<file path="src/spi_pkg.sv">
// ##############################
// shared types and register map for the spi master.
// one spi word is DATA_WIDTH bits, shifted msb first.
// ##############################
`default_nettype none

package spi_pkg;

    localparam int DATA_WIDTH     = 8;
    localparam int REG_ADDR_WIDTH = 3;
    localparam int REG_DATA_WIDTH = 16;

    // ############################## register map
    localparam logic [REG_ADDR_WIDTH-1:0] CTRL_ADDR    = 3'd0;
    localparam logic [REG_ADDR_WIDTH-1:0] CLK_DIV_ADDR = 3'd1;
    localparam logic [REG_ADDR_WIDTH-1:0] SELECT_ADDR  = 3'd2;
    localparam logic [REG_ADDR_WIDTH-1:0] TX_DATA_ADDR = 3'd3; // write only.
    localparam logic [REG_ADDR_WIDTH-1:0] RX_DATA_ADDR = 3'd4; // read pops rx fifo.
    localparam logic [REG_ADDR_WIDTH-1:0] STATUS_ADDR  = 3'd5;

    typedef struct packed {
        logic soft_reset; // bit 2, self clearing.
        logic cpha;       // bit 1.
        logic cpol;       // bit 0.
    } spi_ctrl_t;

    typedef struct packed {
        logic                  last; // release chip select after this word.
        logic [DATA_WIDTH-1:0] data;
    } tx_word_t;

    typedef logic [DATA_WIDTH-1:0] rx_word_t;

    typedef struct packed {
        logic busy;
        logic rx_full;
        logic rx_empty;
        logic tx_full;
        logic tx_empty; // bit 0.
    } spi_status_t;

    // width of a slave index, never below one bit
    function automatic int sel_width(input int slave_num);
        return (slave_num > 1) ? $clog2(slave_num) : 1;
    endfunction

endpackage

`default_nettype wire

</file>
<file path="src/reg_bus_if.sv">
// ##############################
// internal register access bus.
// re and we are one-cycle strobes; rvalid answers re one cycle later.
// ##############################
`timescale 1ns/100ps
`default_nettype none

interface reg_bus_if;
    import spi_pkg::*;

    logic [REG_ADDR_WIDTH-1:0] addr;
    logic [REG_DATA_WIDTH-1:0] wdata;
    logic                      we;
    logic                      re;
    logic [REG_DATA_WIDTH-1:0] rdata;
    logic                      rvalid;

    modport host (
        output addr,
        output wdata,
        output we,
        output re,
        input  rdata,
        input  rvalid
    );

    modport device (
        input  addr,
        input  wdata,
        input  we,
        input  re,
        output rdata,
        output rvalid
    );

endinterface

`default_nettype wire

</file>
<file path="src/spi_ctrl_top.sv">
// ##############################
// spi master controller top level.
// single clock domain; reset_i is synchronous.
// FIFO_DEPTH must be a power of two.
// ##############################
`timescale 1ns/100ps
`default_nettype none

module spi_ctrl_top #(
    parameter int FIFO_DEPTH = 16,
    parameter int SLAVE_NUM  = 2
) (
    input  logic                                clk_i,
    input  logic                                reset_i,
    input  logic [spi_pkg::REG_ADDR_WIDTH-1:0] reg_addr_i,
    input  logic [spi_pkg::REG_DATA_WIDTH-1:0] reg_wdata_i,
    input  logic                                reg_we_i,
    input  logic                                reg_re_i,
    output logic [spi_pkg::REG_DATA_WIDTH-1:0] reg_rdata_o,
    output logic                                reg_rvalid_o,
    output logic                                spi_sclk_o,
    output logic [SLAVE_NUM-1:0]                spi_cs_n_o,
    output logic                                spi_mosi_o,
    input  logic                                spi_miso_i
);
    import spi_pkg::*;

    spi_ctrl_t                       ctrl;
    logic [7:0]                      clk_div;
    logic [sel_width(SLAVE_NUM)-1:0] select;
    logic                            flush;
    logic                            busy;
    logic                            tx_push;
    tx_word_t                        tx_push_word;
    logic                            tx_push_ready;
    logic                            tx_valid;
    tx_word_t                        tx_word;
    logic                            tx_ready;
    logic                            rx_valid;
    rx_word_t                        rx_data;
    logic                            rx_ready;
    logic                            rx_pop_valid;
    rx_word_t                        rx_pop_data;
    logic                            rx_pop;

    reg_bus_if bus_if ();

    assign bus_if.addr  = reg_addr_i;
    assign bus_if.wdata = reg_wdata_i;
    assign bus_if.we    = reg_we_i;
    assign bus_if.re    = reg_re_i;
    assign reg_rdata_o  = bus_if.rdata;
    assign reg_rvalid_o = bus_if.rvalid;

    spi_reg_file #(
        .SLAVE_NUM(SLAVE_NUM)
    ) i_spi_reg_file (
        .clk_i       (clk_i),
        .reset_i     (reset_i),
        .bus         (bus_if.device),
        .ctrl_o      (ctrl),
        .clk_div_o   (clk_div),
        .select_o    (select),
        .tx_valid_o  (tx_push),
        .tx_word_o   (tx_push_word),
        .tx_ready_i  (tx_push_ready),
        .tx_pending_i(tx_valid),
        .rx_valid_i  (rx_pop_valid),
        .rx_data_i   (rx_pop_data),
        .rx_space_i  (rx_ready),
        .rx_pop_o    (rx_pop),
        .busy_i      (busy),
        .flush_o     (flush)
    );

    stream_fifo #(
        .DEPTH    (FIFO_DEPTH),
        .payload_t(tx_word_t)
    ) i_tx_fifo (
        .clk_i    (clk_i),
        .reset_i  (reset_i),
        .flush_i  (flush),
        .s_valid_i(tx_push),
        .s_data_i (tx_push_word),
        .s_ready_o(tx_push_ready),
        .m_valid_o(tx_valid),
        .m_data_o (tx_word),
        .m_ready_i(tx_ready)
    );

    stream_fifo #(
        .DEPTH    (FIFO_DEPTH),
        .payload_t(rx_word_t)
    ) i_rx_fifo (
        .clk_i    (clk_i),
        .reset_i  (reset_i),
        .flush_i  (flush),
        .s_valid_i(rx_valid),
        .s_data_i (rx_data),
        .s_ready_o(rx_ready),
        .m_valid_o(rx_pop_valid),
        .m_data_o (rx_pop_data),
        .m_ready_i(rx_pop)
    );

    spi_engine #(
        .SLAVE_NUM(SLAVE_NUM)
    ) i_spi_engine (
        .clk_i     (clk_i),
        .reset_i   (reset_i),
        .flush_i   (flush),
        .ctrl_i    (ctrl),
        .clk_div_i (clk_div),
        .select_i  (select),
        .tx_valid_i(tx_valid),
        .tx_word_i (tx_word),
        .tx_ready_o(tx_ready),
        .rx_valid_o(rx_valid),
        .rx_data_o (rx_data),
        .rx_ready_i(rx_ready),
        .busy_o    (busy),
        .sclk_o    (spi_sclk_o),
        .cs_n_o    (spi_cs_n_o),
        .mosi_o    (spi_mosi_o),
        .miso_i    (spi_miso_i)
    );

endmodule

`default_nettype wire

</file>
<file path="src/spi_engine.sv">
// ##############################
// spi shift engine, msb first, all four cpol/cpha modes.
// half period is clk_div_i+1 clock cycles.
// the slave index is latched when chip select falls.
// a full rx fifo stalls the engine in hold.
// ##############################
`timescale 1ns/100ps
`default_nettype none

module spi_engine #(
    parameter int SLAVE_NUM = 2
) (
    input  logic                                     clk_i,
    input  logic                                     reset_i,
    input  logic                                     flush_i,
    input  spi_pkg::spi_ctrl_t                       ctrl_i,
    input  logic [7:0]                               clk_div_i,
    input  logic [spi_pkg::sel_width(SLAVE_NUM)-1:0] select_i,
    input  logic                                     tx_valid_i,
    input  spi_pkg::tx_word_t                        tx_word_i,
    output logic                                     tx_ready_o,
    output logic                                     rx_valid_o,
    output spi_pkg::rx_word_t                        rx_data_o,
    input  logic                                     rx_ready_i,
    output logic                                     busy_o,
    output logic                                     sclk_o,
    output logic [SLAVE_NUM-1:0]                     cs_n_o,
    output logic                                     mosi_o,
    input  logic                                     miso_i
);
    import spi_pkg::*;

    localparam int EDGE_WIDTH = $clog2(2 * DATA_WIDTH);
    localparam logic [EDGE_WIDTH-1:0] EDGE_LAST = EDGE_WIDTH'(2 * DATA_WIDTH - 1);

    typedef enum logic [2:0] {IDLE, SELECT, SHIFT, HOLD, RELEASE} state_t;

    state_t                          state_q;
    logic [7:0]                      div_cnt_q;
    logic [EDGE_WIDTH-1:0]           edge_cnt_q;
    logic                            phase_q;
    logic                            cs_active_q;
    logic [sel_width(SLAVE_NUM)-1:0] sel_q;
    logic                            mosi_q;
    logic                            last_q;
    logic [DATA_WIDTH-1:0]           tx_sh_q;
    logic [DATA_WIDTH-1:0]           rx_sh_q;
    logic                            tick;
    logic                            tx_take;
    logic                            shift_tick;
    logic                            drive_edge;

    assign tick       = (div_cnt_q >= clk_div_i);
    assign tx_take    = tx_valid_i && tx_ready_o;
    assign shift_tick = (state_q == SHIFT) && tick;
    assign drive_edge = edge_cnt_q[0] ^ ctrl_i.cpha; // even edges lead.

    always_ff @(posedge clk_i) begin
        if (reset_i || flush_i) begin
            state_q     <= IDLE;
            div_cnt_q   <= '0;
            edge_cnt_q  <= '0;
            phase_q     <= 1'b0;
            cs_active_q <= 1'b0;
            sel_q       <= '0;
            mosi_q      <= 1'b0;
        end else begin
            case (state_q)
                IDLE: begin
                    div_cnt_q <= '0;
                    if (tx_take) begin
                        state_q     <= SELECT;
                        cs_active_q <= 1'b1;
                        mosi_q      <= tx_word_i.data[DATA_WIDTH-1];
                        if (!cs_active_q) sel_q <= select_i;
                    end
                end
                SELECT: begin
                    div_cnt_q  <= tick ? '0 : div_cnt_q + 8'd1;
                    edge_cnt_q <= '0;
                    if (tick) state_q <= SHIFT;
                end
                SHIFT: begin
                    div_cnt_q <= tick ? '0 : div_cnt_q + 8'd1;
                    if (tick) begin
                        phase_q    <= ~phase_q;
                        edge_cnt_q <= edge_cnt_q + 1'b1;
                        if (drive_edge) mosi_q <= tx_sh_q[DATA_WIDTH-1];
                        if (edge_cnt_q == EDGE_LAST) state_q <= HOLD;
                    end
                end
                HOLD: begin
                    if (!tick) div_cnt_q <= div_cnt_q + 8'd1; // keeps timing the release.
                    if (rx_ready_i) state_q <= last_q ? RELEASE : IDLE;
                end
                RELEASE: begin
                    if (!tick) div_cnt_q <= div_cnt_q + 8'd1;
                    if (tick) begin
                        cs_active_q <= 1'b0;
                        state_q     <= IDLE;
                    end
                end
                default: state_q <= IDLE;
            endcase
        end
    end

    // ############################## shift registers
    always_ff @(posedge clk_i) begin
        if (tx_take) begin
            tx_sh_q <= ctrl_i.cpha ? tx_word_i.data : tx_word_i.data << 1;
            last_q  <= tx_word_i.last;
        end else if (shift_tick) begin
            if (drive_edge) tx_sh_q <= tx_sh_q << 1;
            else            rx_sh_q <= {rx_sh_q[DATA_WIDTH-2:0], miso_i};
        end
    end

    assign tx_ready_o = (state_q == IDLE);
    assign rx_valid_o = (state_q == HOLD);
    assign rx_data_o  = rx_sh_q;
    assign busy_o     = (state_q != IDLE) || cs_active_q;
    assign sclk_o     = phase_q ^ ctrl_i.cpol; // idles at cpol.
    assign cs_n_o     = ~(SLAVE_NUM'(cs_active_q) << sel_q);
    assign mosi_o     = mosi_q;

endmodule

`default_nettype wire

</file>
<file path="src/spi_reg_file.sv">
// ##############################
// register decode for the spi master.
// tx pushes while the tx fifo is full are dropped.
// reading an empty rx fifo returns zero.
// ##############################
`timescale 1ns/100ps
`default_nettype none

module spi_reg_file #(
    parameter int SLAVE_NUM = 2
) (
    input  logic                                        clk_i,
    input  logic                                        reset_i,
    reg_bus_if.device                                   bus,
    output spi_pkg::spi_ctrl_t                          ctrl_o,
    output logic [7:0]                                  clk_div_o,
    output logic [spi_pkg::sel_width(SLAVE_NUM)-1:0]    select_o,
    output logic                                        tx_valid_o,
    output spi_pkg::tx_word_t                           tx_word_o,
    input  logic                                        tx_ready_i,
    input  logic                                        tx_pending_i,
    input  logic                                        rx_valid_i,
    input  spi_pkg::rx_word_t                           rx_data_i,
    input  logic                                        rx_space_i,
    output logic                                        rx_pop_o,
    input  logic                                        busy_i,
    output logic                                        flush_o
);
    import spi_pkg::*;

    localparam int SEL_WIDTH = sel_width(SLAVE_NUM);

    spi_ctrl_t                 ctrl_q;
    logic [7:0]                clk_div_q;
    logic [SEL_WIDTH-1:0]      select_q;
    logic                      rvalid_q;
    logic [REG_DATA_WIDTH-1:0] rdata_q;
    logic [REG_DATA_WIDTH-1:0] rdata_d;
    spi_status_t               status;

    always_ff @(posedge clk_i) begin
        if (reset_i) begin
            ctrl_q    <= '0;
            clk_div_q <= '0;
            select_q  <= '0;
            rvalid_q  <= 1'b0;
        end else begin
            ctrl_q.soft_reset <= 1'b0; // one cycle pulse.
            rvalid_q          <= bus.re;
            if (bus.we) begin
                case (bus.addr)
                    CTRL_ADDR:    ctrl_q    <= spi_ctrl_t'(bus.wdata[$bits(spi_ctrl_t)-1:0]);
                    CLK_DIV_ADDR: clk_div_q <= bus.wdata[7:0];
                    SELECT_ADDR:  select_q  <= bus.wdata[SEL_WIDTH-1:0];
                    default:      ;
                endcase
            end
        end
    end

    // ############################## fifo strobes
    assign tx_valid_o = bus.we && (bus.addr == TX_DATA_ADDR);
    assign tx_word_o  = tx_word_t'(bus.wdata[$bits(tx_word_t)-1:0]);
    assign rx_pop_o   = bus.re && (bus.addr == RX_DATA_ADDR) && rx_valid_i;

    always_comb begin
        status.tx_empty = ~tx_pending_i;
        status.tx_full  = ~tx_ready_i;
        status.rx_empty = ~rx_valid_i;
        status.rx_full  = ~rx_space_i;
        status.busy     = busy_i;
    end

    always_comb begin
        case (bus.addr)
            CTRL_ADDR:    rdata_d = REG_DATA_WIDTH'(ctrl_q);
            CLK_DIV_ADDR: rdata_d = REG_DATA_WIDTH'(clk_div_q);
            SELECT_ADDR:  rdata_d = REG_DATA_WIDTH'(select_q);
            RX_DATA_ADDR: rdata_d = rx_valid_i ? REG_DATA_WIDTH'(rx_data_i) : '0;
            STATUS_ADDR:  rdata_d = REG_DATA_WIDTH'(status);
            default:      rdata_d = '0;
        endcase
    end

    always_ff @(posedge clk_i) begin
        if (bus.re) begin
            rdata_q <= rdata_d;
        end
    end

    assign bus.rdata  = rdata_q;
    assign bus.rvalid = rvalid_q;
    assign ctrl_o     = ctrl_q;
    assign clk_div_o  = clk_div_q;
    assign select_o   = select_q;
    assign flush_o    = ctrl_q.soft_reset;

endmodule

`default_nettype wire

</file>
<file path="src/stream_fifo.sv">
// ##############################
// synchronous valid/ready fifo, first word fall through.
// DEPTH must be a power of two, at least 2.
// flush empties the fifo in one cycle.
// ##############################
`timescale 1ns/100ps
`default_nettype none

module stream_fifo #(
    parameter int  DEPTH     = 16,
    parameter type payload_t = logic [7:0]
) (
    input  logic     clk_i,
    input  logic     reset_i,
    input  logic     flush_i,
    input  logic     s_valid_i,
    input  payload_t s_data_i,
    output logic     s_ready_o,
    output logic     m_valid_o,
    output payload_t m_data_o,
    input  logic     m_ready_i
);

    localparam int PTR_WIDTH = $clog2(DEPTH);

    payload_t               mem_q [DEPTH];
    logic [PTR_WIDTH-1:0]   wr_ptr_q;
    logic [PTR_WIDTH-1:0]   rd_ptr_q;
    logic [PTR_WIDTH:0]     count_q;
    logic                   push;
    logic                   pop;

    assign s_ready_o = (count_q != (PTR_WIDTH+1)'(DEPTH));
    assign m_valid_o = (count_q != '0);
    assign m_data_o  = mem_q[rd_ptr_q];

    assign push = s_valid_i && s_ready_o;
    assign pop  = m_valid_o && m_ready_i;

    always_ff @(posedge clk_i) begin
        if (reset_i || flush_i) begin
            wr_ptr_q <= '0;
            rd_ptr_q <= '0;
            count_q  <= '0;
        end else begin
            if (push) wr_ptr_q <= wr_ptr_q + 1'b1; // wraps at DEPTH.
            if (pop)  rd_ptr_q <= rd_ptr_q + 1'b1;
            case ({push, pop})
                2'b10:   count_q <= count_q + 1'b1;
                2'b01:   count_q <= count_q - 1'b1;
                default: ;
            endcase
        end
    end

    always_ff @(posedge clk_i) begin
        if (push) begin
            mem_q[wr_ptr_q] <= s_data_i;
        end
    end

endmodule

`default_nettype wire

</file>
<file path="config.mk">
export PLATFORM = sky130hd
export DESIGN_NAME = spi_ctrl_top
export DESIGN_NICKNAME = d
export VERILOG_FILES = /design/src/spi_pkg.sv /design/src/reg_bus_if.sv /design/src/spi_ctrl_top.sv /design/src/spi_engine.sv /design/src/spi_reg_file.sv /design/src/stream_fifo.sv
export SDC_FILE = /design/constraint.sdc
export NUM_CORES = 1
export LEC_CHECK = 0
export BUFFER_PORTS_ARGS = -buffer_cell sky130_fd_sc_hd__buf_2
export CORE_MARGIN = 1.5
export CORE_UTILIZATION = 47
export DETAILED_ROUTE_END_ITERATION = 8
export PLACE_DENSITY = 0.66
export SETUP_SLACK_MARGIN = 0.5
export SYNTH_ARGS = -nofsm -noshare
export SYNTH_HDL_FRONTEND = slang
export SYNTH_SLANG_ARGS = --single-unit
</file>
<file path="constraint.sdc">
create_clock -name clk_i -period 3.4 [get_ports clk_i]
set_input_delay 0.51 -clock clk_i [delete_from_list [all_inputs] [get_ports clk_i]]
set_output_delay 0.51 -clock clk_i [all_outputs]
set_load 0.1 [all_outputs]
</file>
---- After elaboration in Yosys (flattened, before gate mapping) ----
Memory sizes are Yosys's and may differ from the RTL's. A register that Yosys moved wholly into a read port is not among the register bits.
Cells that the tools add are included.
word-level totals
  memories ................................ 2
  bits in registers ....................... 91
  input port bits ......................... 24
  RAM bits ................................ 272
operators by class
  eq/ne operators ......................... 24
  bitwise logic cells ..................... 13
  reductions and logical operators ........ 38
  $add $sub $neg .......................... 10
  $lt $le $gt $ge ......................... 1
  multiplexer cells ....................... 36
  shifts and indexed selects .............. 1
memory list
  name             depth  width  read ports  clocked after Yosys merged registers in  wr ports  RTL line           source
  i_tx_fifo.mem_q  16     9      1           1                                        1         stream_fifo.sv:26  payload_t mem_q [DEPTH];
  i_rx_fifo.mem_q  16     8      1           1                                        1         stream_fifo.sv:26
operator list
  kind                                              number
  one-hot mux 16 bit (5 select lines)               1
  2-to-1 mux 8 bit                                  7
  one-hot mux 8 bit (3 select lines)                1
  2-to-1 mux 3 bit                                  7
  adder 4 x 1 -> 4 bit, second input constant       5
  2-to-1 mux 4 bit                                  5
  one-hot mux 5 bit (2 select lines)                2
  one-hot mux 3 bit (5 select lines)                1
  AND reduction 2 bit                               7
  nonzero test 2 bit                                7
  == test 3 x 2 -> 1 bit, second input constant     4
  adder 5 x 1 -> 5 bit, second input constant       2
  != test 5 bit, second input constant              2
  NOT 1 bit                                         10
  nonzero test 5 bit                                2
  subtractor 5 x 1 -> 5 bit, second input constant  2
  == test 3 bit, second input constant              3
  2-to-1 mux 1 bit                                  9
  AND reduction 3 bit                               3
  adder 8 x 1 -> 8 bit, second input constant       1
  >= comparator 8 bit                               1
  logical AND 1 bit                                 8
  != test 2 x 1 -> 1 bit, second input constant     4
  != test 2 bit, second input constant              4
  16 further kinds                                  25

---- Depth between registers and ports, before layout ----
Gate-level depths: netlist of the first run.
  depth in word-level cells ............... 6
  gate-level depth with buffers ........... 13
  depth with buffers taken out ............ 12

---- Cells and area by module ----
A second synthesis of the first run with hierarchy kept.
unflattened totals
  cells, all modules ...................... 995
  area, all modules ....................... 15,458.6 um2
modules (own cells, without submodules)
  module                   times used  area an instance (um2)  cells each
  stream_fifo (i_tx_fifo)  1           6,456.2                 353
  stream_fifo (i_rx_fifo)  1           5,854.4                 329
  spi_engine               1           2,029.4                 207
  spi_reg_file             1           1,118.6                 106

---- Least setup slack after synthesis of the first run ----
No wires, ideal clock.
  path kind ............................... input to register
  start ................................... in reg_addr_i[2] in the netlist's numbering
  end ..................................... reg i_rx_fifo.count_q[4]
  stages .................................. 11
  buffers on the path ..................... 1
  slack ................................... 0.408 ns
  arrival time ............................ 2.921 ns
  setup time .............................. 0.070 ns
  cells stage by stage .................... clkbuf_1 -> inv_1 -> a2111o_1 -> nor2_1 -> ha_1 -> ha_1 -> a21o_1 -> a21oi_1 -> xor2_1 -> or3_1 -> a21oi_1
on the way
  longest elaborated chain between the ends .. 6
RTL lines
  element                                                                          RTL line            source
  from (decl)                                                                      spi_ctrl_top.sv:15  input logic [spi_pkg::REG_ADDR_WIDTH-1:0] reg_addr_i,
  == test 3 bit *                                                                  spi_reg_file.sv:64  assign rx_pop_o = bus.re && (bus.addr == RX_DATA_ADDR) && rx_valid_i;
  logical AND 1 bit * (2 in a row)                                                 spi_reg_file.sv:64
  logical AND 1 bit *                                                              stream_fifo.sv:38   assign pop = m_valid_o && m_ready_i;
  == test 2 x 1 -> 1 bit / == test 2 bit (equally long branches)                   stream_fifo.sv:48   case ({push, pop})
  one-hot mux 5 bit (2 select lines) / nonzero test 2 bit (equally long branches)  n/a
  to (signal assigned)                                                             stream_fifo.sv:49   2'b10: count_q <= count_q + 1'b1;
  to (signal assigned)                                                             stream_fifo.sv:50   2'b01: count_q <= count_q - 1'b1;
  to (decl)                                                                        stream_fifo.sv:29   logic [PTR_WIDTH:0] count_q;
Mark *: on every way between the ends. The rest lies on a longest branch, timed or not.
A chain may end at the register's enable or synchronous reset.

---- Final worst setup path of the first run ----
  start ................................... reg i_rx_fifo.count_q[0]
  end ..................................... reg i_rx_fifo.count_q[4]
on the way
  longest elaborated chain between the ends .. 5
RTL lines
  element
  branches (longest 5 deep; another with subtractor 5 x 1 -> 5 bit)
Parallel ways; which one is timed is not known.

==> flow_summary.toml, run 1 <==
[status]
status = "finished, final reports clean"

[sta]
setup_violations = 0
slew_violations = 0
finalHoldViolCount = 0
maxSlewHeadroom_pct = 36.3
tightest_slew_ns = 0.952
final.min_clock_period_ns = 2.85
fmax_mhz = 350
skew_ns = 0.0239
rsz0062_at_grt = "yes"
whs_ns = 0.172
tns_ns = 0
period_share_pct = 84.0

[die]
die_x_um = 181
core_um2 = 30900
dieArea_um2 = 32700
die_y_um = 181
ios = 45
rows = 64
start_util_pct = 48.1

[worst_setup_path]
endpoint_kind = "flip-flop"
path_class = "flip-flop to flip-flop"
cpMostUsedCell = "a21oi_1"
cp.buffers_inverters = 1
r2r_cells = 11
timing.rr.start = "i_rx_fifo.count_q[0]"
cp_slowest_cell = "fa_1"
cpPeakStageDelay_ns = 0.41
cp_max_fo = 7
r2r_setup_slack_ns = 0.55
crit_arrival_ns = 3.30
r2r_end = "i_rx_fifo.count_q[4]"
crit_family = "compound AO/OA/AOI/OAI gates"
crit_required_ns = 3.84
cp_cell_sequence = "nor4_1 > buf_4 > a2111o_1 > nor2_4 > ha_2 > fa_1 > a21o_1 > a21oi_1 > xor2_1 > or3_1 > a21oi_1"
startpoint = "i_rx_fifo.count_q[0]"
cp-start-kind = "flip-flop"

[power_and_ir_drop]
ir_drop_uv = 422
pwr-share-seq_pct = 48.8
p_sw_w = 0.00271
p_leak_nw = 5.57
p_int_w = 0.00797
switching_share_pct = 25.4
pwr-share-comb_pct = 14.4
pwr-share-clk_pct = 36.8
p_per_area_nw_per_um2 = 633

[final_layout]
layout-drive-gt1-share_pct = 23.4
final_util_pct = 54.5
area_growth_pct = 13.3
antenna_cells = 0
n_fill_cell = 2416
final_nets = 1013

[min_path]
min_to = "i_spi_engine.rx_data_o[0]"
min_path_cells = 1
hold_start = "spi_miso_i"
hold_class = "input port to flip-flop"

[synth]
synth_mux_area_share_pct = 14.7
synth_fa_ha_area_share_pct = 2.62
syn_avg_cell_area_um2 = 16.6
syn_inst = 894
netlist_top_cells_count = "297 x edfxtp_1, 86 x nor2_1, 85 x mux4_2"
yosys.area_share.simple_pct = 6.03
synth_top_area_share_pct = 59.9
synth-compound-area-share_pct = 3.96
ys_warn_count = 0
synth_seq_area_share_pct = 68.8
netlist_area_um2 = 14900
synth_xor_area_share_pct = 1.41
synth_flop_cell = "edfxtp_1"
yosys_register_bits = 363
synth_top_area_cell = "edfxtp_1"
synth_area_leaders = "edfxtp_1 60%, mux4_2 13%, dfxtp_1 8.9%"
synthArstFlopShare_pct = 0
synth_edf_count = 297
synth_top_family_by_area = "multiplexers"
synth_cell_types = 60
synth.most_common_cell = "edfxtp_1"

[placement]
port_buffers = 29
hpwl_mm = 19.3
gp_congestion = 0.825

[cts]
clkSinkCount = 363
root_buffer = "clkbuf_16"
cts_made_buffers = 38
cts_tree = "built"
h-tree-depth = 2
clkLatencyLatePin_ns = 0.53
cts_buffer_depth = 3
cts.clk_slew.worst_paths_ns = 0.06
hold_buffers = 0

[drt]
wl_per_cell_um = 20.9
detail_route.first_pass.iterations = 5
first_iter_violations = 635
drt-total-wl_mm = 28.9
met2_length_mm = 14.1
routed.top_layer = "met4"
drt-met1-wl_mm = 12.8
drcViolationCount = 0
dr_wl_met3_mm = 1.39
viasPerCell = 5.64
via_count = 7800
drtAntennaViolNets = 0

[global_route]
antenna_found_initial = 0
grt_pass1_wl_mm = 45.4
grt_max_degree = 33
first_global_vias = 7885
overflow = 0
track_usage_pct = 18.2

[job]
drv_cap = 0
stage by stage:
stage / std cells / setup slack (ns) / area (um2) / power (W)
2_1_floorplan: 901 / 0.503 / 14900 / 0.00641
3_3_place_gp: 1311 / 0.358 / 15600 / 0.00681
3_5_place_dp: 1311 / 0.314 / 15600 / 0.00684
4_1_cts: 1379 / 0.443 / 16800 / 0.0108
5_1_grt: 1382 / 0.375 / 16900 / 0.0111
6_report: 1382 / 0.546 / 16900 / 0.0107
layout make-up:
cell class | instances | area (um2) | share of cell area [%]
flip-flops and latches | 363 | 10200 | 60.8
multi-input cells | 458 | 4350 | 25.8
clock buffers | 46 | 1010 | 6.00
well taps | 396 | 495 | 2.94
repair buffers | 70 | 478 | 2.83
clock inverters | 21 | 179 | 1.06
inverters | 28 | 105 | 0.623
power groups by stage:
stage          clock network, W  registers (W)  logic [W]
2_1_floorplan                 0        0.00529    0.00112
3_3_place_gp                  0        0.00530    0.00151
3_5_place_dp                  0        0.00531    0.00153
4_1_cts                 0.00400        0.00522    0.00154
5_1_grt                 0.00418        0.00524    0.00168
6_report                0.00393        0.00521    0.00153
sequential cells by signal, indices dropped and copies added, names as in the netlist, named ones only:
| signal | count |
|---|---|
| i_spi_reg_file.select_o | 1 |
| i_spi_engine.rx_data_o | 8 |
| i_spi_reg_file.bus.rvalid | 1 |
| i_spi_engine.phase_q | 1 |
| i_rx_fifo.rd_ptr_q | 4 |
| i_spi_reg_file.bus.rdata | 8 |
| i_spi_engine.mosi_o | 1 |
| i_rx_fifo.mem_q | 128 |
| i_tx_fifo.wr_ptr_q | 4 |
| i_spi_engine.div_cnt_q | 8 |
| i_rx_fifo.wr_ptr_q | 4 |
| i_spi_engine.cs_active_q | 1 |
| i_tx_fifo.rd_ptr_q | 4 |
| i_tx_fifo.count_q | 5 |
| i_spi_engine.state_q | 3 |
| i_spi_engine.last_q | 1 |
| i_rx_fifo.count_q | 5 |
| i_spi_engine.sel_q | 1 |
| i_spi_engine.edge_cnt_q | 4 |
| i_spi_engine.tx_sh_q | 8 |
| i_tx_fifo.mem_q | 144 |
| i_spi_reg_file.ctrl_o | 2 |
| i_spi_reg_file.flush_o | 1 |
| i_spi_reg_file.clk_div_o | 8 |
layout by cell type, fill, tap and decap left out, drive strengths merged, types with 4 or more instances in the layout:
cell,Yosys,routed
nand4,7,7
mux4,85,85
o22ai,4,4
ha,28,28
xor2,17,17
conb,1,8
o31ai,6,6
nand2,37,37
nor2,86,86
dfxtp,66,66
or3,5,5
xnor2,7,7
buf,30,70
a31oi,4,4
or4,5,5
clkbuf,22,46
and3,5,5
nand3,13,13
o21ai,23,23
mux2i,25,25
nor3,10,10
clkinv,0,16
a21oi,25,25
a21o,6,6
nand2b,10,10
edfxtp,297,297
inv,28,29
logic make-up (layout without fill, tap and decap cells):
kind of cell | Yosys count | count (layout)
AO/OA/AOI/OAI | 91 | 91
XOR/XNOR | 24 | 24
adder cells (fa/ha/maj) | 30 | 30
buffers and inverters | 80 | 165
flip-flops | 363 | 363
multiplexers | 112 | 112
other | 1 | 8
AND/OR/NAND/NOR | 193 | 193
repair_timing:
| action | in CTS | in global routing |
|---|---|---|
| endpoints found under the hold margin | 0 | 0 |
| setup endpoints to repair | 3 | 12 |
| gates resized for setup | 2 | 5 |
| setup buffers | 1 | 3 |
| pin swaps | 1 | 3 |
worst max-delay path by stage:
stage                      endpoint  slack [ns]  cells after the start
2_1_floorplan  i_rx_fifo.count_q[4]        0.50                     11
3_3_place_gp   i_rx_fifo.count_q[4]        0.36                     11
3_5_place_dp   i_rx_fifo.count_q[4]        0.31                     11
4_1_cts        i_rx_fifo.count_q[4]        0.44                     11
5_1_grt        i_rx_fifo.count_q[4]        0.38                     11
6_report       i_rx_fifo.count_q[4]        0.55                     11
metal layers:
| metal | global-route usage (%) | up-vias |
|---|---|---|
| met5 | 0 | - |
| li1 | - | 3589 |
| met3 | 2.94 | 48 |
| met2 | 29.7 | 218 |
| met4 | 5.58 | 0 |
| met1 | 25.3 | 3945 |
Power figures use the tool's default switching activity.
==> run 2: changes to the inputs <==
--- a/config.mk
+++ b/config.mk
@@ -5,11 +5,12 @@
 export SDC_FILE = /design/constraint.sdc
 export NUM_CORES = 1
 export LEC_CHECK = 0
+export ABC_AREA = 1
 export BUFFER_PORTS_ARGS = -buffer_cell sky130_fd_sc_hd__buf_2
 export CORE_MARGIN = 1.5
 export CORE_UTILIZATION = 47
 export DETAILED_ROUTE_END_ITERATION = 8
-export PLACE_DENSITY = 0.66
+export PLACE_DENSITY = 0.68
 export SETUP_SLACK_MARGIN = 0.5
 export SYNTH_ARGS = -nofsm -noshare
 export SYNTH_HDL_FRONTEND = slang
==> constraint.sdc (replaced) <==
create_clock -name clk_i -period 2.6 [get_ports clk_i]
set_input_delay 0.39 -clock clk_i [delete_from_list [all_inputs] [get_ports clk_i]]
set_output_delay 0.39 -clock clk_i [all_outputs]
set_load 0.1 [all_outputs]
==> run 2 against run 1 <==
  * Register-to-register slack got worse by 0.12 ns
  * Global-route usage increased by 2.3 points
  * Clock skew increased by 0.0018 ns
  * Fmax increased by 31%
  * Setup slack got worse by 0.12 ns
  * Synthesized cell count increased by 60%
  * Sequential power increased by 35%
  * Final cell count increased by 44%
  * Final area increased by 7.4%
  * Via count increased by 34%
  * Critical path type unchanged
  * Critical endpoint is now i_spi_reg_file.bus.rdata[4]
  * Highest routed layer unchanged
==> flow_summary.toml, run 2 <==
[status]
status = "finished, final reports clean"

[final_layout]
antenna_cells = 0
largest_reg_flops = 144
final_nets = 1566
n_fill_cell = 2694
final_util_pct = 55.5
regMostFlops = "i_tx_fifo.mem_q"
layout-drive-gt1-share_pct = 16.0
reg.largest.list = "i_tx_fifo.mem_q x144, i_rx_fifo.mem_q x128"
final_area_um2 = 18100
layout_commonest_cell = "edfxtp_1"
area_growth_pct = 15.9
final_cell_mix = "297 x edfxtp_1, 174 x nand2_1, 165 x nor2_1, 143 x inv_1, 139 x o21ai_0"

[power_and_ir_drop]
pwr-share-comb_pct = 20.4
p_sw_w = 0.00463
ir_drop_uv = 581
p_per_area_nw_per_um2 = 875
pwr-share-clk_pct = 35.3
finalPower_w = 0.0158
p_int_w = 0.0112
switching_share_pct = 29.3
p_leak_nw = 6.71
pwr-share-seq_pct = 44.3

[synth]
netlist_area_um2 = 15600
syn_inst = 1428
ys_warn_count = 0
synth_area_leaders = "edfxtp_1 57%, dfxtp_1 8.5%, o21ai_0 4.6%"
synth_edf_count = 297
synth_flop_cell = "edfxtp_1"
synth_top_area_cell = "edfxtp_1"
synthArstFlopShare_pct = 0
synth_top_area_share_pct = 57.1
synth_seq_area_share_pct = 65.6
syn_avg_cell_area_um2 = 10.9
synth.most_common_cell = "edfxtp_1"
yosys_register_bits = 363
netlist_top_cells_count = "297 x edfxtp_1, 184 x nand2_1, 168 x nor2_1"
synth_cell_types = 46

[cts]
root_buffer = "clkbuf_16"
cts.clk_slew.worst_paths_ns = 0.06
cts_buffer_depth = 3
h-tree-depth = 2
cts_made_buffers = 38
cts_tree = "built"
clkSinkCount = 363
clkLatencyLatePin_ns = 0.53

[min_path]
min_to = "i_spi_engine.rx_data_o[0]"
hold_start = "spi_miso_i"
hold_class = "input port to flip-flop"
min_path_cells = 1

[drt]
via_count = 10500
drtAntennaViolNets = 0
detail_route.first_pass.iterations = 5
drt-total-wl_mm = 34.5
wl_per_cell_um = 17.4
first_iter_violations = 880
drcViolationCount = 0
viasPerCell = 5.28

[worst_setup_path]
cp_cell_sequence = "nor2_4 > nand4_1 > nand2_2 > buf_4 > buf_6 > buf_4 > buf_4 > buf_4 > buf_6 > buf_6 > buf_6 > buf_6 > clkinvlp_4 > nand2_2 > nand3_2"
cp_slowest_cell = "dfxtp_4"
cpMostUsedCell = "buf_6"
r2r_end = "i_spi_reg_file.bus.rdata[4]"
cpPeakStageDelay_ns = 0.36
cp.buffers_inverters = 10
endpoint_kind = "flip-flop"
crit_required_ns = 2.87
crit_arrival_ns = 2.44
r2r_setup_slack_ns = 0.43
path_class = "flip-flop to flip-flop"
r2r_cells = 15
cp_max_fo = 8
timing.rr.start = "i_rx_fifo.count_q[3]"
crit_family = "buffers and inverters"
cp-start-kind = "flip-flop"

[die]
core_um2 = 32600
start_util_pct = 47.9
die_x_um = 185
rows = 66
ios = 45
die_y_um = 185
dieArea_um2 = 34300

[global_route]
grt_pass1_wl_mm = 54.2
grt_max_degree = 49
first_global_vias = 9861
track_usage_pct = 20.5
antenna_found_initial = 0
overflow = 0

[sta]
maxSlewHeadroom_pct = 50.7
period_share_pct = 83.6
skew_ns = 0.0257
slew_violations = 0
fmax_mhz = 460
final.min_clock_period_ns = 2.17
setup_violations = 0
tightest_slew_ns = 0.738
rsz0062_at_grt = "yes"
tns_ns = 0
finalHoldViolCount = 0

[placement]
hpwl_mm = 21.3
gp_congestion = 0.842
port_buffers = 29
postPlaceCellArea_um2 = 16400

[job]
drv_cap = 0
## run 2: changes by cell type after synthesis, moves of 10 or more
cell,previous run,this run
a211oi_1,2,12
nor2_1,86,168
buf_1,11,0
inv_1,27,147
nand3_1,13,65
mux2i_1,25,2
nand2_1,37,184
mux4_2,85,0
o211ai_1,2,54
nand2_2,0,11
buf_2,8,36
a21oi_1,25,92
o21ai_0,9,143
## run 2: logic make-up after synthesis
logic type | Yosys count | share of synthesized area (%)
AND/OR/NAND/NOR | 458 | 12.5
AO/OA/AOI/OAI | 336 | 12.3
XOR/XNOR | 12 | 0.673
multiplexers | 2 | 0.128
flip-flops | 363 | 65.6
buffers and inverters | 226 | 6.28
adder cells (fa/ha/maj) | 30 | 2.50
other | 1 | 0.0240
## run 2: how the worst max path moves through the flow
| stage | from | end | slack [ns] | cells after the start |
|---|---|---|---|---|
| 2_1_floorplan | i_tx_fifo.count_q[0] | i_tx_fifo.count_q[4] | 0.45 | 13 |
| 3_3_place_gp | reg_addr_i[1] | i_rx_fifo.count_q[4] | 0.21 | 13 |
| 3_5_place_dp | reg_addr_i[1] | i_rx_fifo.count_q[4] | 0.16 | 13 |
| 4_1_cts | i_rx_fifo.count_q[3] | i_rx_fifo.count_q[4] | 0.45 | 13 |
| 5_1_grt | i_rx_fifo.count_q[3] | i_rx_fifo.count_q[4] | 0.31 | 13 |
| 6_report | i_rx_fifo.count_q[3] | i_spi_reg_file.bus.rdata[4] | 0.43 | 15 |
## run 2: what timing repair did
action                     CTS  global route
resized for setup           28            35
setup endpoints to repair    5            31
buffers inserted            17             5
pin swaps                   11            15
hold buffers                 0             0
## run 2: final cells by class
cell class | instances | area [um2] | share of cell area, %
flip-flops and latches | 363 | 10300 | 56.7
inverters | 159 | 614 | 3.39
multi-input cells | 846 | 4580 | 25.3
repair buffers | 104 | 776 | 4.29
well taps | 442 | 553 | 3.06
clock buffers | 54 | 1070 | 5.93
clock inverters | 16 | 234 | 1.29
## run 2: power by group through the flow
stage | logic (W) | clock network, W | registers [W]
after detailed placement | 0.00291 | 0 | 0.00711
after global routing | 0.00358 | 0.00592 | 0.00706
after floorplan | 0.00214 | 0 | 0.00712
after global placement | 0.00284 | 0 | 0.00709
final | 0.00323 | 0.00559 | 0.00701
after CTS | 0.00315 | 0.00568 | 0.00701
## run 2: metal layers
layer	up-vias	global-route usage (%)	routed length (um)
met5	-	0	0
met4	0	5.50	729
met3	60	2.75	1790
met2	292	32.6	16100
met1	5010	29.5	15900
li1	5116	-	-
## run 2: worst register-to-register path, cell delays in order (launching register included)
cell,delay [ns]
dfxtp_4,0.36
nor2_4,0.12
nand4_1,0.14
nand2_2,0.13
buf_4,0.12
buf_6,0.08
buf_4,0.08
buf_4,0.09
buf_4,0.09
buf_6,0.08
buf_6,0.08
buf_6,0.08
buf_6,0.09
clkinvlp_4,0.15
nand2_2,0.11
nand3_2,0.09
## run 2: through the flow
| step | worst slack [ns] | std cells | hold WS (ns) |
|---|---|---|---|
| floorplan | 0.449 | 1435 | 0.435 |
| global placement | 0.208 | 1892 | 0.450 |
| detailed placement | 0.157 | 1892 | 0.454 |
| CTS | 0.449 | 1979 | 0.0164 |
| global route | 0.307 | 1984 | 0.0183 |
| finish | 0.428 | 1984 | 0.0352 |
==> run 3: changes to the inputs <==
==> constraint.sdc (replaced) <==
create_clock -name clk_i -period 1.94 [get_ports clk_i]
set_input_delay 0.291 -clock clk_i [delete_from_list [all_inputs] [get_ports clk_i]]
set_output_delay 0.291 -clock clk_i [all_outputs]
set_load 0.1 [all_outputs]
==> run 3 against run 2 <==
  * The run now ends with setup timing left
  * Power up 52%
  * Die area unchanged
  * Sequential cell count unchanged
  * Via count up 10%
  * Critical endpoint is now i_rx_fifo.count_q[4]
==> flow_summary.toml, run 3 (synthesis results as in run 2) <==
[cts]
clkLatencyLatePin_ns = 0.55
root_buffer = "clkbuf_16"
cts_tree = "built"
cts_made_buffers = 39
h-tree-depth = 2
cts.clk_slew.worst_paths_ns = 0.06
cts_buffer_depth = 3
clkSinkCount = 363

[final_layout]
multi_input_area_um2 = 5730
final_nets = 1667
antenna_cells = 0
layoutNonFillerInstCount = 2086
layout-drive-gt1-share_pct = 32.6
largest_reg_flops = 144
final_cell_mix = "297 x edfxtp_1, 137 x inv_1, 136 x nand2_1, 117 x nor2_1, 74 x a21oi_1"
final_area_um2 = 21000
area_growth_pct = 34.2
layout_commonest_cell = "edfxtp_1"
ff_latch_area_um2 = 10300
reg.largest.list = "i_tx_fifo.mem_q x144, i_rx_fifo.mem_q x128"
n_fill_cell = 2269
regMostFlops = "i_tx_fifo.mem_q"

[min_path]
min_path_cells = 3
hold_class = "input port to flip-flop"

[worst_setup_path]
startpoint = "i_rx_fifo.count_q[3]"
crit_arrival_ns = 2.50
r2r_setup_slack_ns = -0.12
endpoint_kind = "flip-flop"
cp_cell_sequence = "nor2_4 > nand4_1 > nand2_2 > nor2_4 > ha_4 > fa_2 > a21o_1 > a21oi_2 > nor2_1 > nor2_1 > nand2_1 > o21ai_1 > a21oi_1"
cp-start-kind = "flip-flop"
crit_cells = 13
path_class = "flip-flop to flip-flop"
r2r_end = "i_rx_fifo.count_q[4]"
r2r_cells = 13
critPathCapture = "i_rx_fifo.count_q[4]"
cp_max_fo = 3
cpPeakStageDelay_ns = 0.34
cp_slowest_cell = "fa_2"
cp.buffers_inverters = 0
crit_required_ns = 2.38
crit_family = "simple AND/OR/NAND/NOR gates"
timing.rr.start = "i_rx_fifo.count_q[3]"

[die]
start_util_pct = 47.9
die_x_um = 185
die_y_um = 185
core_um2 = 32600
ios = 45
dieArea_um2 = 34300
rows = 66

[sta]
tightest_slew_ns = 0.687
final.min_clock_period_ns = 2.06
rsz0062_at_grt = "yes"
period_share_pct = 106
fin_ws_ns = -0.119
fmax_mhz = 486
maxSlewHeadroom_pct = 54.2
finalHoldViolCount = 0
setup_violations = 4
slew_violations = 0
tns_ns = -0.300
skew_ns = 0.0406

[drt]
detail_route.first_pass.iterations = 5
via_count = 11600
drt-total-wl_mm = 41.2
viasPerCell = 5.54
drtAntennaViolNets = 0
drcViolationCount = 0
wl_per_cell_um = 19.7
first_iter_violations = 1049

[global_route]
grt_max_degree = 46
overflow = 0
antenna_found_initial = 0
track_usage_pct = 23.7
first_global_vias = 11100
grt_pass1_wl_mm = 61.6

[placement]
dp_cells = 1926
postPlaceCellArea_um2 = 17100
gp_congestion = 0.860
port_buffers = 29
place_ws_ns = -0.204
hpwl_mm = 22.7

[job]
drv_cap = 0

[power_and_ir_drop]
p_leak_nw = 7.71
ir_drop_uv = 1080
finalPower_w = 0.0241
p_per_area_nw_per_um2 = 1150

[status]
failed_checks = "setup timing"
status = "finished with violations"
run 3: changes by cell type in the layout (fill, tap and decap cells not counted), moves of 35 or more:
cell | before | now
nand2_1 | 174 | 136
o21ai_0 | 139 | 67
nor2_1 | 165 | 117
nor2_4 | 6 | 41
buf_12 | 3 | 38
o21ai_1 | 12 | 64
run 3: worst min-delay path by stage:
stage                                     start                           to  slack (ns)
final                                  reg_re_i    i_spi_reg_file.bus.rvalid        0.02
after global routing                   reg_re_i    i_spi_reg_file.bus.rvalid        0.03
after CTS                              reg_re_i    i_spi_reg_file.bus.rvalid        0.02
after detailed placement  i_rx_fifo.rd_ptr_q[3]        i_rx_fifo.rd_ptr_q[3]        0.47
after global placement    i_tx_fifo.rd_ptr_q[2]                    flip-flop        0.45
after floorplan                         reset_i  i_spi_reg_file.clk_div_o[7]        0.37
run 3: cell type report:
cell class | instances | share of cell area, %
multi-input cells | 854 | 27.3
clock buffers | 47 | 4.90
well taps | 442 | 2.64
clock inverters | 25 | 1.32
inverters | 159 | 3.16
flip-flops and latches | 363 | 49.1
repair inverters | 1 | 0.0239
repair buffers | 195 | 11.5
run 3: tightest hold or removal path: stages:
cell	delay (ns)
buf_2	0.09
inv_1	0.07
nor2_1	0.09
run 3: stage by stage:
stage / util (%) / hold WS [ns]
CTS: 61.6 / 0.0206
detailed placement: 52.5 / 0.466
global route: 64.2 / 0.0289
floorplan: - / 0.369
finish: 64.2 / 0.0235
global placement: 52.5 / 0.453
run 3: per-layer routing:
| metal | part of all wire [%] | global-route usage, % | vias to the layer above |
|---|---|---|---|
| met3 | 8.1 | 3.81 | 100 |
| met1 | 40 | 31.5 | 5589 |
| met4 | 2.9 | 8.59 | 0 |
| met5 | 0 | 0 | - |
| met2 | 49 | 39.1 | 494 |
| li1 | - | - | 5367 |
run 3: timing repair:
| item | in CTS | in global routing |
|---|---|---|
| endpoints found under the setup margin | 349 | 361 |
| pin swaps | 111 | 98 |
| hold endpoints to repair | 1 | 0 |
| hold buffers | 1 | 0 |
| cloned | 19 | 10 |
| resized for setup | 269 | 145 |
| setup buffers | 41 | 17 |
run 3: power by group:
part | total, W | switching (W) | internal (W)
clock | 0.00749 | 0.00322 | 0.00427
sequential | 0.00942 | 0.000405 | 0.00901
combinational | 0.00723 | 0.00409 | 0.00314
